==> src/design/scope_pkg.sv <==
/*
 * shared widths, command codes, acquisition state codes,
 * trigger types and the trigger settings struct
 */
`default_nettype none

package scope_pkg;

	// --------------------
	// widths and constants
	// --------------------
	localparam int SAMPLE_W   = 12;       // adc sample width
	localparam int ADDR_W     = 10;       // sample buffer address width
	localparam int FW_VERSION = 18;       // returned by the version command

	typedef logic signed [SAMPLE_W-1:0] sample_t;

	// --------------------
	// encodings
	// --------------------
	typedef enum logic [7:0] {
		CMD_READOUT  = 8'd0,              // read the sample buffer
		CMD_ARM      = 8'd1,              // arm trigger and return status
		CMD_VERSION  = 8'd2,
		CMD_TRIG_SET = 8'd8               // thresholds, pre-offset, tot
	} cmd_code_t;

	typedef enum logic [7:0] {
		ACQ_READY     = 8'd0,
		ACQ_RISE_LOW  = 8'd1,             // waiting to go below lower threshold
		ACQ_RISE_HIGH = 8'd2,             // counting samples above upper threshold
		ACQ_FALL_HIGH = 8'd3,
		ACQ_FALL_LOW  = 8'd4,
		ACQ_POST      = 8'd250,           // taking post-trigger samples
		ACQ_DONE      = 8'd251            // event held until read out
	} acq_state_t;

	typedef enum logic [7:0] {
		TRIG_NOW  = 8'd0,
		TRIG_RISE = 8'd1,
		TRIG_FALL = 8'd2
	} trig_type_t;

	typedef struct packed {
		sample_t           lower_thr;     // signed, compared against samples
		sample_t           upper_thr;
		logic [ADDR_W-1:0] pre_offset;    // readout starts this far before trigger
		logic [7:0]        tot;           // time over threshold, in samples
		trig_type_t        trig_type;
		logic [15:0]       post_len;      // samples taken after the trigger
	} trig_cfg_t;

endpackage

`default_nettype wire

==> src/design/scope_if.sv <==
/*
 * acq_if: settings and status between command decoder and acquisition
 * resp_if: response requests from command decoder to stream sender
 */
`timescale 1ns/1ps
`default_nettype none

interface acq_if #(
	parameter int ADDR_W = scope_pkg::ADDR_W
) ();
	import scope_pkg::*;

	trig_cfg_t         cfg;               // current trigger settings
	logic              arm;               // one-cycle pulse, only acts in ACQ_READY
	logic              readout_done;      // one-cycle pulse after a buffer readout
	acq_state_t        state;
	logic [15:0]       event_count;
	logic [ADDR_W-1:0] trig_addr;         // write address of the triggering sample

	modport controller  (output cfg, arm, readout_done, input state, event_count, trig_addr);
	modport acquisition (input cfg, arm, readout_done, output state, event_count, trig_addr);
endinterface

interface resp_if #(
	parameter int ADDR_W = scope_pkg::ADDR_W
) ();
	logic              start;             // one-cycle pulse, never while busy
	logic              readout;           // 1 = stream buffer contents, 0 = send word
	logic [31:0]       word;
	logic [31:0]       byte_len;
	logic [ADDR_W-1:0] rd_base;           // first buffer address of a readout
	logic              busy;

	modport source (output start, readout, word, byte_len, rd_base, input busy);
	modport sink   (input start, readout, word, byte_len, rd_base, output busy);
endinterface

`default_nettype wire

==> src/design/cmd_ctrl.sv <==
/*
 * command decoder
 * readout, arm/status, version and trigger settings
 * keeps the trigger settings and starts responses
 */
`timescale 1ns/1ps
`default_nettype none

module cmd_ctrl (
	input  logic            clk,
	input  logic            rstn,
	input  logic            i_frame_valid,
	input  logic [7:0][7:0] i_frame,
	output logic            o_take,
	acq_if.controller       acq,
	resp_if.source          resp
);
	import scope_pkg::*;

	logic        act;                     // frame taken last cycle, decode now
	logic        ro_pending;              // readout in flight
	logic        busy_q;
	logic [11:0] lo_base;                 // b1 - b2 - 128
	logic [11:0] hi_base;                 // b1 + b2 - 128
	cmd_code_t   code;

	assign o_take  = i_frame_valid & ~resp.busy;
	assign code    = cmd_code_t'(i_frame[0]);
	assign lo_base = {4'd0, i_frame[1]} - {4'd0, i_frame[2]} - 12'd128;
	assign hi_base = {4'd0, i_frame[1]} + {4'd0, i_frame[2]} - 12'd128;

	// --------------------
	// control and settings
	// --------------------
	always_ff @(posedge clk or negedge rstn) begin
		if (!rstn) begin
			act               <= 1'b0;
			ro_pending        <= 1'b0;
			busy_q            <= 1'b0;
			resp.start        <= 1'b0;
			acq.arm           <= 1'b0;
			acq.readout_done  <= 1'b0;
			acq.cfg           <= '0;
		end else begin
			act              <= o_take;
			busy_q           <= resp.busy;
			resp.start       <= 1'b0;
			acq.arm          <= 1'b0;
			acq.readout_done <= 1'b0;
			if (ro_pending && busy_q && !resp.busy) begin
				acq.readout_done <= 1'b1;        // falling busy ends the readout
				ro_pending       <= 1'b0;
			end
			if (act) begin
				case (code)
					CMD_READOUT: begin
						resp.start <= 1'b1;
						ro_pending <= 1'b1;
					end
					CMD_ARM: begin
						acq.cfg.trig_type <= trig_type_t'(i_frame[1]);
						acq.cfg.post_len  <= {i_frame[5], i_frame[4]};
						acq.arm           <= 1'b1;
						resp.start        <= 1'b1;
					end
					CMD_VERSION: resp.start <= 1'b1;
					CMD_TRIG_SET: begin
						acq.cfg.lower_thr  <= sample_t'({lo_base[7:0], 4'd0} + 12'd8);
						acq.cfg.upper_thr  <= sample_t'({hi_base[7:0], 4'd0} + 12'd8);
						acq.cfg.pre_offset <= ADDR_W'({i_frame[3][1:0], i_frame[4]});
						acq.cfg.tot        <= i_frame[5];
						resp.start         <= 1'b1;
					end
					default: ;                     // unknown code, silently dropped
				endcase
			end
		end
	end

	// --------------------
	// response payload
	// --------------------
	always_ff @(posedge clk) begin
		if (act) begin
			resp.readout  <= (code == CMD_READOUT);
			resp.byte_len <= 32'd4;                        // one full beat
			resp.rd_base  <= acq.trig_addr - acq.cfg.pre_offset;
			case (code)
				CMD_READOUT:  resp.byte_len <= {i_frame[7], i_frame[6], i_frame[5], i_frame[4]};
				CMD_ARM:      resp.word <= {acq.event_count, 8'd0, acq.state};  // pre-arm status
				CMD_VERSION:  resp.word <= 32'(FW_VERSION);
				CMD_TRIG_SET: resp.word <= 32'(CMD_TRIG_SET);   // echo the code
				default:      resp.word <= 32'd0;
			endcase
		end
	end

endmodule

`default_nettype wire

==> src/flat_wrapper.sv <==
// flat-port wrapper written by rule: the top's interface ports become plain ports
module cmd_ctrl_flat import scope_pkg::*;
  (clk, rstn, i_frame_valid, i_frame, o_take, acq_cfg, acq_arm, acq_readout_done, acq_state, acq_event_count, acq_trig_addr, resp_start, resp_readout, resp_word, resp_byte_len, resp_rd_base, resp_busy);
  acq_if acq_i ();
  resp_if resp_i ();
  input  logic clk;
  input  logic rstn;
  input  logic i_frame_valid;
  input  logic [7:0][7:0] i_frame;
  output logic o_take;
  output wire logic [$bits(acq_i.cfg)-1:0] acq_cfg;
  output wire logic [$bits(acq_i.arm)-1:0] acq_arm;
  output wire logic [$bits(acq_i.readout_done)-1:0] acq_readout_done;
  input wire logic [$bits(acq_i.state)-1:0] acq_state;
  input wire logic [$bits(acq_i.event_count)-1:0] acq_event_count;
  input wire logic [$bits(acq_i.trig_addr)-1:0] acq_trig_addr;
  output wire logic [$bits(resp_i.start)-1:0] resp_start;
  output wire logic [$bits(resp_i.readout)-1:0] resp_readout;
  output wire logic [$bits(resp_i.word)-1:0] resp_word;
  output wire logic [$bits(resp_i.byte_len)-1:0] resp_byte_len;
  output wire logic [$bits(resp_i.rd_base)-1:0] resp_rd_base;
  input wire logic [$bits(resp_i.busy)-1:0] resp_busy;
  assign acq_cfg = acq_i.cfg;
  assign acq_arm = acq_i.arm;
  assign acq_readout_done = acq_i.readout_done;
  assign acq_i.state = acq_state;
  assign acq_i.event_count = acq_event_count;
  assign acq_i.trig_addr = acq_trig_addr;
  assign resp_start = resp_i.start;
  assign resp_readout = resp_i.readout;
  assign resp_word = resp_i.word;
  assign resp_byte_len = resp_i.byte_len;
  assign resp_rd_base = resp_i.rd_base;
  assign resp_i.busy = resp_busy;
  cmd_ctrl u_core (.clk(clk), .rstn(rstn), .i_frame_valid(i_frame_valid), .i_frame(i_frame), .o_take(o_take), .acq(acq_i), .resp(resp_i));
endmodule
==> config.mk <==
export PLATFORM = sky130hd
export DESIGN_NAME = cmd_ctrl_flat
export DESIGN_NICKNAME = d
export VERILOG_FILES = /design/src/design/scope_pkg.sv /design/src/design/scope_if.sv /design/src/design/cmd_ctrl.sv /design/src/flat_wrapper.sv
export SDC_FILE = /design/constraint.sdc
export NUM_CORES = 1
export LEC_CHECK = 0
export BUFFER_PORTS_ARGS = -buffer_cell sky130_fd_sc_hd__buf_2
export CAP_MARGIN = 5
export CELL_PAD_IN_SITES_DETAIL_PLACEMENT = 0
export CELL_PAD_IN_SITES_GLOBAL_PLACEMENT = 2
export CORE_MARGIN = 2
export CORE_UTILIZATION = 31
export CTS_BUF_LIST = sky130_fd_sc_hd__clkbuf_4 sky130_fd_sc_hd__clkbuf_8 sky130_fd_sc_hd__clkbuf_16
export DETAILED_ROUTE_END_ITERATION = 7
export PLACE_DENSITY_LB_ADDON = 0.1
export SYNTH_ARGS = -nofsm -noshare
export SYNTH_HDL_FRONTEND = slang
export SYNTH_SLANG_ARGS = --single-unit
==> constraint.sdc <==
create_clock -name clk -period 3.65 [get_ports clk]
set_input_delay 0.365 -clock clk [delete_from_list [all_inputs] [get_ports clk]]
set_output_delay 0.365 -clock clk [all_outputs]
set_load 0.005 [all_outputs]
==> summary.txt, run 1 <==
Vias post-DR: 4,154
Cell Chain, Critical Path: ha_1, inv_1, fa_1, a21oi_1, o211ai_1, or3_1, a31oi_1, xnor2_1
Ys flop type: edfxtp_1
Setup crit start kind: flip-flop
Layout cell share with drive strength beyond 1: 44.4%
CP max stage cell: fa_1
Synth Register Bits: 131
Die X-Extent: 145 um
Result of the run: completed
Num CTS Buffers: 17
Fillers: 1,934
Initial DRC count: 126
Routed len/inst: 15.5 um
Fmax: 432 MHz
Core area: 19,500 um2
Vias/cell: 4.27
Kind of critical path: reg2reg
FFs w/ async S/R, synth: 48.9%
Slew @ Worst Pin: 1.18 ns
Reg clk slew, reported paths: 0.06 ns
Total congestion overflow: 0
Max FO, Critical Path: 3
Worst r2r src: u_core.acq.cfg[32]$_DFFE_PN0P_
Sw Pwr: 843 uW
Final setup fails: 0
Worst-Skew Late Latency: 0.41 ns
Commonest non-fill, non-tap cell in the layout: buf_2
Final wirelength: 15,000 um
Buffers on Ports: 226
Final Cycle Share: 63.5%
Clock Skews: 0.00718 ns
Slowest cell delay on critical path: 0.39 ns
Pre-CTS setup slack: 1.08 ns
Residual DRC: 0
Int Pwr: 2830 uW
Layout area overhead: 31.5%
Cell variety after synth: 43
RR Endpoint: u_core.resp.rd_base[8]$_DFFE_PP_
Max_slew headroom: 21.2%
Post_cts resized: 0
Pins Over Slew Limit: 0
Syn avg cell area: 13.4 um2
CP arrival: 2.48 ns
Clock share of power: 47.8%
Pwr dens: 452 nW/um2
Pre-Repair DR Iteration Count: 5
EDFF count, synth: 67
Register-to-register setup slack: 1.33 ns
Syn Inst Count: 460
DIE HEIGHT: 145 um
First-pass GRT wire length: 23,600 um
CTS tree: yes
Comb pwr share: 8.8%
Post-CTS Setup Inserts: 0
Req. time, crit path: 3.82 ns
Final Instance Area: 8130 um2
Initial antenna violation count: 1
GPL Wtd Cong: 0.700
Antenna viol nets, final: 0
Switch share: 22.9%
Flop pwr share: 43.4%
Root buffer cell: clkbuf_16
Max Cap Viol: 0
Commonest cells after routing, fill and taps aside: 225 x buf_2, 67 x edfxtp_1, 63 x dfrtp_1
WP buf/inv: 1
H-tree levels: 4
Final Hold Viols: 0
Reg2reg path depth: 8
CP Capture Type: flip-flop
CTS hold repair buffers: 0
Total Nets Final: 834
Clock Sinks: 131
Multi-input logic area: 2280 um2
Starting Density: 31.7%
Placed inst area: 7520 um2
Setup_tns: 0 ns
Dpl hpwl: 10,700 um
Mapped cell area: 6180 um2
Max IR drop VDD: 0.319 mV
Max clock buf depth: 2
Synth warn: 0
Rows: 51
Io pins: 247
Hold Path Class: in2async
Final worst-path setup slack: 1.33 ns
Worst hold slack: 0.0515 ns
Final min period: 2.32 ns
Largest net degree at the start of global routing: 65
Die ar.: 21,100 um2
Pleak: 0.00431 uW
Vias in the first global route: 4,146
Post-synthesis sequential area ratio: 58.5%
RSZ-0062 raised after global routing: false
Crit path max-delay family: compound AO/OA/AOI/OAI gates
Tot GR Track Use: 14.4%
Area taken by flip-flops and latches: 3610 um2
==> Yosys cell counts, drive strengths merged (2+ instances only) <==
master  instances  area (um2)
a211oi          5        37.5
a21o            5        37.5
a21oi          10        50.1
and2           52         325
buf            23         193
clkbuf          6        22.5
dfrtp          64        1600
edfxtp         67        2010
fa              3        60.1
ha             35         438
inv            33         124
mux2           43         559
nand2          22        90.1
nand2b          6        37.5
nand3           2        10.0
nand4           3        18.8
nor2           13        48.8
nor2b           5        31.3
o21a            3        22.5
o21ai          18        90.1
o21bai          3        22.5
o22ai           2        12.5
o31a            3        26.3
or2             2        12.5
or3             2        17.5
xnor2           9        78.8
xor2           10        87.6
==> routing by layer <==
layer	GRT usage (%)	wire (um)
met5	0	0
met4	5.05	167
met3	4.81	1050
met2	22.3	6990
met1	19.0	6840
==> kinds of logic after synthesis <==
group                    synth area share (%)
AO/OA/AOI/OAI                            5.63
XOR/XNOR                                 2.69
adder cells (fa/ha/maj)                  8.06
buffers and inverters                    5.49
flip-flops                               58.5
multiplexers                             9.21
other                                  0.0607
AND/OR/NAND/NOR                          10.4
==> per-stage QoR <==
step	instances	util, %	power, uW
2_1_floorplan	473	-	1810
3_3_place_gp	940	38.5	1950
3_5_place_dp	940	38.5	1950
4_1_cts	972	41.6	3730
5_1_grt	973	41.6	3840
6_report	973	41.6	3680
==> power groups by stage <==
stage                     logic [uW]  registers [uW]  clock network (uW)
after floorplan                  178            1640                   0
after global placement           329            1620                   0
after detailed placement         329            1630                   0
after CTS                        333            1600                1800
after global routing             373            1600                1870
final                            324            1600                1760
==> worst register-to-register path, stage by stage (launching register included) <==
cell and delay, ns:
dfrtp_1 0.37, ha_1 0.18, inv_1 0.05, fa_1 0.39
a21oi_1 0.26, o211ai_1 0.18, or3_1 0.34, a31oi_1 0.21
xnor2_1 0.08
==> registers in the layout, indices dropped and copies added (netlist names) <==
register / count
u_core.acq.cfg: 58
u_core.resp.start: 1
u_core.resp.readout: 1
u_core.busy_q: 1
u_core.acq.readout_done: 1
u_core.resp.rd_base: 10
u_core.resp.byte_len: 32
u_core.resp.word: 24
u_core.acq.arm: 1
u_core.ro_pending: 1
u_core.act: 1
==> area by class of cell <==
class                      instances  share of cell area (%)
clock inverter                    13                    1.95
antenna                            1                  0.0308
sequential                       131                    44.5
clock buffer                      19                    5.49
inverter                          33                    1.52
timing repair buffer             231                    14.4
multi-input combinational        280                    28.0
tap                              265                    4.08
==> how the worst max path moves through the flow <==
| stage | start | depth (start not counted) | slack [ns] | endpoint |
|---|---|---|---|---|
| finish | u_core.acq.cfg[32]$_DFFE_PN0P_ | 8 | 1.33 | u_core.resp.rd_base[8]$_DFFE_PP_ |
| floorplan | u_core.act$_DFF_PN0_ | 1 | 0.74 | u_core.resp.word[0]$_DFFE_PP_ |
| global placement | i_frame[2] | 6 | 1.10 | u_core.resp.word[7]$_DFFE_PP_ |
| global route | u_core.acq.cfg[32]$_DFFE_PN0P_ | 8 | 1.19 | u_core.resp.rd_base[8]$_DFFE_PP_ |
| CTS | u_core.acq.cfg[32]$_DFFE_PN0P_ | 8 | 1.34 | u_core.resp.rd_base[8]$_DFFE_PP_ |
| detailed placement | i_frame[2] | 6 | 1.08 | u_core.resp.word[7]$_DFFE_PP_ |
No activity file was read; power rests on OpenSTA's default activity.
==> inputs of run 2 (changes only) <==
Settings changed: CORE_UTILIZATION 31 to 28.
Clock period 3.65 ns to 2 ns, I/O delays scaled along.
==> summary.txt, run 2 (same netlist as run 1, synthesis figures left out) <==
Result of the run: finished with violations
Failing checks: negative setup slack
WL met2: 7210 um
Root buffer cell: clkbuf_16
Vias in the first global route: 4,399
Die ar.: 23,300 um2
GPL Wtd Cong: 0.699
Routed len/inst: 15.5 um
Comb pwr share: 9.5%
Slew @ Worst Pin: 0.700 ns
Hold Path Class: in2reg
Largest net degree at the start of global routing: 41
Met3 WL: 1040 um
Layout area overhead: 37.3%
Clock share of power: 47.9%
Slowest cell delay on critical path: 0.36 ns
Starting Density: 28.4%
Final min period: 2.13 ns
Rows: 54
Flop pwr share: 42.6%
Pwr dens: 806 nW/um2
Final Cycle Share: 107%
Max clock buf depth: 2
Final worst-path setup slack: -0.133 ns
Vias/cell: 4.20
Crit path max-delay family: adder cells
Dpl hpwl: 11,800 um
Layout Cells excl Fill: 1,020
H-tree levels: 4
RSZ-0062 raised after global routing: true
DIE HEIGHT: 153 um
CP arrival: 2.30 ns
Sw Pwr: 1630 uW
Kind of critical path: reg2reg
Total Power Consumption: 6840 uW
Setup_tns: -0.293 ns
Buffers on Ports: 226
Max IR drop VDD: 0.478 mV
Worst-Skew Late Latency: 0.42 ns
Dpl cells: 975
Final setup fails: 3
Top reg by flops: u_core.acq.cfg
Top sig layer: met4
Reg clk slew, reported paths: 0.06 ns
Clock Skews: 0.00670 ns
Max Cap Viol: 0
Num CTS Buffers: 17
CP Capture Type: flip-flop
Total Nets Final: 866
Int Pwr: 5210 uW
Die X-Extent: 153 um
Clock Sinks: 131
Number of flip-flops in the largest register: 58
Register-to-register setup slack: -0.13 ns
Largest registers: u_core.acq.cfg: 58 flops, u_core.resp.byte_len: 32 flops, u_core.resp.word: 24 flops
Layout cell share with drive strength beyond 1: 47.1%
Vias post-DR: 4,288
Final wirelength: 15,800 um
CTS tree: yes
WP buf/inv: 1
Core area: 21,800 um2
Commonest cells after routing, fill and taps aside: 225 x buf_2, 67 x edfxtp_1, 63 x dfrtp_1
Fmax: 469 MHz
Max_slew headroom: 53.2%
Max FO, Critical Path: 3
First-pass GRT wire length: 24,900 um
Setup crit start kind: flip-flop
Metal-1 WL: 7370 um
Commonest non-fill, non-tap cell in the layout: buf_2
Final Hold Viols: 0
CP max stage cell: dfrtp_1
Req. time, crit path: 2.16 ns
Pins Over Slew Limit: 0
Pleak: 0.00450 uW
Antenna viol nets, final: 0
Pre-Repair DR Iteration Count: 4
Cell Chain, Critical Path: ha_2, inv_2, fa_2, a21oi_4, o211ai_1, or3_1, a31oi_1, xnor2_1
Io pins: 247
Initial antenna violation count: 1
Switch share: 23.9%
Total congestion overflow: 0
Residual DRC: 0
Initial DRC count: 155
Tot GR Track Use: 13.8%
## run 2: final cells by class
type	count	area, um2
Antenna cell	1	2.50
Clock buffer	18	433
Clock inverter	14	181
Fill cell	2172	13300
Inverter	33	124
Multi-Input combinational cell	280	2310
Sequential cell	131	3610
Tap cell	280	350
Timing Repair Buffer	263	1480
## run 2: power groups by stage
stage | combinational [uW] | clock (uW) | sequential [uW]
6_report | 649 | 3270 | 2920
5_1_grt | 740 | 3490 | 2920
4_1_cts | 659 | 3380 | 2920
3_5_place_dp | 636 | 0 | 2970
3_3_place_gp | 636 | 0 | 2970
2_1_floorplan | 328 | 0 | 2980
## run 2: final timing paths
kind,startpoint,to,cells after the start
worst max-delay path,u_core.acq.cfg[32]$_DFFE_PN0P_,u_core.resp.rd_base[8]$_DFFE_PP_,8
min in group asynchronous,rstn,u_core.acq.cfg[18]$_DFFE_PN0P_,2
worst max register to register,u_core.acq.cfg[32]$_DFFE_PN0P_,u_core.resp.rd_base[8]$_DFFE_PP_,8
max in group asynchronous,rstn,u_core.act$_DFF_PN0_,3
worst min-delay path,i_frame[15],u_core.acq.cfg[23]$_DFFE_PN0P_,2
worst min register to register,u_core.acq.cfg[50]$_DFFE_PN0P_,u_core.acq.cfg[50]$_DFFE_PN0P_,2
## run 2: layer usage
metal  vias to the layer above  global-route usage, %
li1                       2094                      -
met1                      2004                   18.4
met2                       173                   21.6
met3                        17                   4.38
met4                         0                   4.28
met5                         -                      0
## run 2: worst reg2reg max path: cells and delay by family (launching register included)
| family | cells | cell delay [ns] |
|---|---|---|
| and+or+nand+nor | 1 | 0.33 |
| AOI/OAI and AO/OA | 3 | 0.50 |
| DFF | 1 | 0.36 |
| xor gates and xnor gates | 1 | 0.09 |
| adders and majority gates | 2 | 0.56 |
| buffers and inverters | 1 | 0.04 |
## run 2: per-stage QoR
stage	hold slack (ns)	area [um2]	util, %	setup WS (ns)
global placement	0.181	7740	35.6	-0.108
finish	0.0408	8490	39.0	-0.133
CTS	0.0194	8450	38.8	-0.167
global route	0.0263	8490	39.0	-0.206
floorplan	-0.0956	6240	-	0.0187
detailed placement	0.189	7740	35.6	-0.162
## run 2: timing repair
item / in CTS / in global routing
setup endpoints to repair: 1 / 5
pin swaps: 3 / 1
hold endpoints to repair: 33 / 0
gates resized for setup: 0 / 9
setup buffers: 7 / 6
hold buffers: 4 / 0
==> inputs of run 3 (changes only) <==
Settings changed: CORE_UTILIZATION 28 to 31.
Clock period 2 ns to 2.27 ns, I/O delays scaled along.
==> summary.txt, run 3 (same netlist as run 1, synthesis figures left out) <==
Fillers: 1,927
First-pass GRT wire length: 24,700 um
Switch share: 23.8%
Layout Cells excl Fill: 983
Die X-Extent: 145 um
Vias post-DR: 4,238
RSZ-0062 raised after global routing: false
Slew @ Worst Pin: 1.20 ns
Largest registers: u_core.acq.cfg: 58 flops, u_core.resp.byte_len: 32 flops, u_core.resp.word: 24 flops
Req. time, crit path: 2.43 ns
Worst r2r src: u_core.acq.cfg[32]$_DFFE_PN0P_
Commonest cells after routing, fill and taps aside: 226 x buf_2, 67 x edfxtp_1, 63 x dfrtp_1
Tot GR Track Use: 15.1%
Total Nets Final: 845
Pleak: 0.00437 uW
Final wirelength: 15,700 um
Vias in the first global route: 4,361
Io pins: 247
Layout cell share with drive strength beyond 1: 45.3%
Pwr dens: 724 nW/um2
Result of the run: completed
Max_slew headroom: 19.7%
Final worst-path setup slack: 0.134 ns
Kind of critical path: reg2reg
Reg2reg path depth: 8
Reg clk slew, reported paths: 0.06 ns
Final setup fails: 0
Int Pwr: 4550 uW
Starting Density: 31.7%
Max clock buf depth: 2
CTS tree: yes
Hold Crit Start: i_frame[24]
Rows: 51
Buffers on Ports: 226
Multi-input logic area: 2290 um2
Max IR drop VDD: 0.480 mV
Final Cycle Share: 94.1%
Setup crit start kind: flip-flop
Num CTS Buffers: 17
Initial DRC count: 137
CP arrival: 2.30 ns
Antenna viol nets, final: 0
Clock share of power: 48.0%
Vias/cell: 4.31
Pre-Repair DR Iteration Count: 4
Commonest non-fill, non-tap cell in the layout: buf_2
Fmax: 468 MHz
Pins Over Slew Limit: 0
Hold Path Class: in2reg
Max Cap Viol: 0
Routed len/inst: 15.9 um
Residual DRC: 0
H-tree levels: 4
Util after Layout: 42.2%
Area taken by flip-flops and latches: 3610 um2
Clock Skews: 0.00801 ns
Die ar.: 21,100 um2
Final min period: 2.14 ns
Dpl cells: 949
WHS Path Cells: 2
Dpl hpwl: 11,500 um
CP Capture Type: flip-flop
Top reg by flops: u_core.acq.cfg
Comb pwr share: 9.0%
Pre-CTS setup slack: -0.0267 ns
RR Endpoint: u_core.resp.rd_base[8]$_DFFE_PP_
Total congestion overflow: 0
DIE HEIGHT: 145 um
Largest net degree at the start of global routing: 48
Final Hold Viols: 0
Clock Sinks: 131
Flop pwr share: 43.0%
Core area: 19,500 um2
Root buffer cell: clkbuf_16
Number of flip-flops in the largest register: 58
Hold EP: u_core.acq.cfg[40]$_DFFE_PN0P_
Register-to-register setup slack: 0.13 ns
Worst-Skew Late Latency: 0.42 ns
Max FO, Critical Path: 3
GPL Wtd Cong: 0.726
Antenna cell count: 0
Layout area overhead: 33.4%
Sw Pwr: 1420 uW
Initial antenna violation count: 0
[run 3: worst max path at each step]
stage	startpoint	end	depth (start not counted)
final	u_core.acq.cfg[32]$_DFFE_PN0P_	u_core.resp.rd_base[8]$_DFFE_PP_	8
after global routing	u_core.acq.cfg[32]$_DFFE_PN0P_	u_core.resp.rd_base[8]$_DFFE_PP_	8
after CTS	u_core.acq.cfg[32]$_DFFE_PN0P_	u_core.resp.rd_base[8]$_DFFE_PP_	8
after detailed placement	acq_trig_addr[0]	u_core.resp.rd_base[8]$_DFFE_PP_	10
after global placement	acq_trig_addr[0]	u_core.resp.rd_base[8]$_DFFE_PP_	10
after floorplan	u_core.act$_DFF_PN0_	u_core.resp.word[0]$_DFFE_PP_	1
[run 3: metal layers]
layer / track usage (%) / part of all wire [%] / up-vias
met4: 5.25 / 1.5 / 0
met3: 4.47 / 6.3 / 16
met2: 23.7 / 46 / 156
met5: 0 / 0 / -
li1: - / - / 2051
met1: 19.8 / 46 / 2015
[run 3: what timing repair did]
item	in CTS	in global routing
buffers inserted	0	0
gates resized for setup	1	2
hold buffers	2	0
setup endpoints to repair	1	1
gates cloned	0	0
pin swaps	0	3
hold endpoints to repair	59	0
[run 3: critical path: stages (launching register included)]
cell	delay [ns]
dfrtp_1	0.36
ha_1	0.18
inv_1	0.06
fa_2	0.37
a21oi_4	0.15
o211ai_1	0.13
or3_1	0.32
a31oi_1	0.21
xnor2_1	0.08
[run 3: area by class of cell]
| class | instances | share of cell area, % |
|---|---|---|
| Multi-Input combinational cell | 280 | 27.8 |
| Tap cell | 265 | 4.02 |
| Clock inverter | 14 | 2.19 |
| Sequential cell | 131 | 43.8 |
| Clock buffer | 18 | 5.25 |
| Timing Repair Buffer | 242 | 15.4 |
| Inverter | 33 | 1.50 |
[run 3: through the flow]
step	hold WS [ns]	instance area [um2]	power (uW)	TNS (ns)
floorplan	-0.0686	6230	2920	0
global placement	0.0621	7600	3150	-0.00717
detailed placement	0.0644	7600	3150	-0.0267
CTS	0.0219	8240	6070	0
global route	0.0268	8250	6240	0
finish	0.0398	8250	5970	0
[run 3: power by group through the flow]
stage / Combinational [uW] / Clock, uW / Sequential (uW)
6_report: 539 / 2870 / 2570
5_1_grt: 617 / 3050 / 2570
4_1_cts: 549 / 2960 / 2570
3_5_place_dp: 541 / 0 / 2610
3_3_place_gp: 539 / 0 / 2610
2_1_floorplan: 287 / 0 / 2630
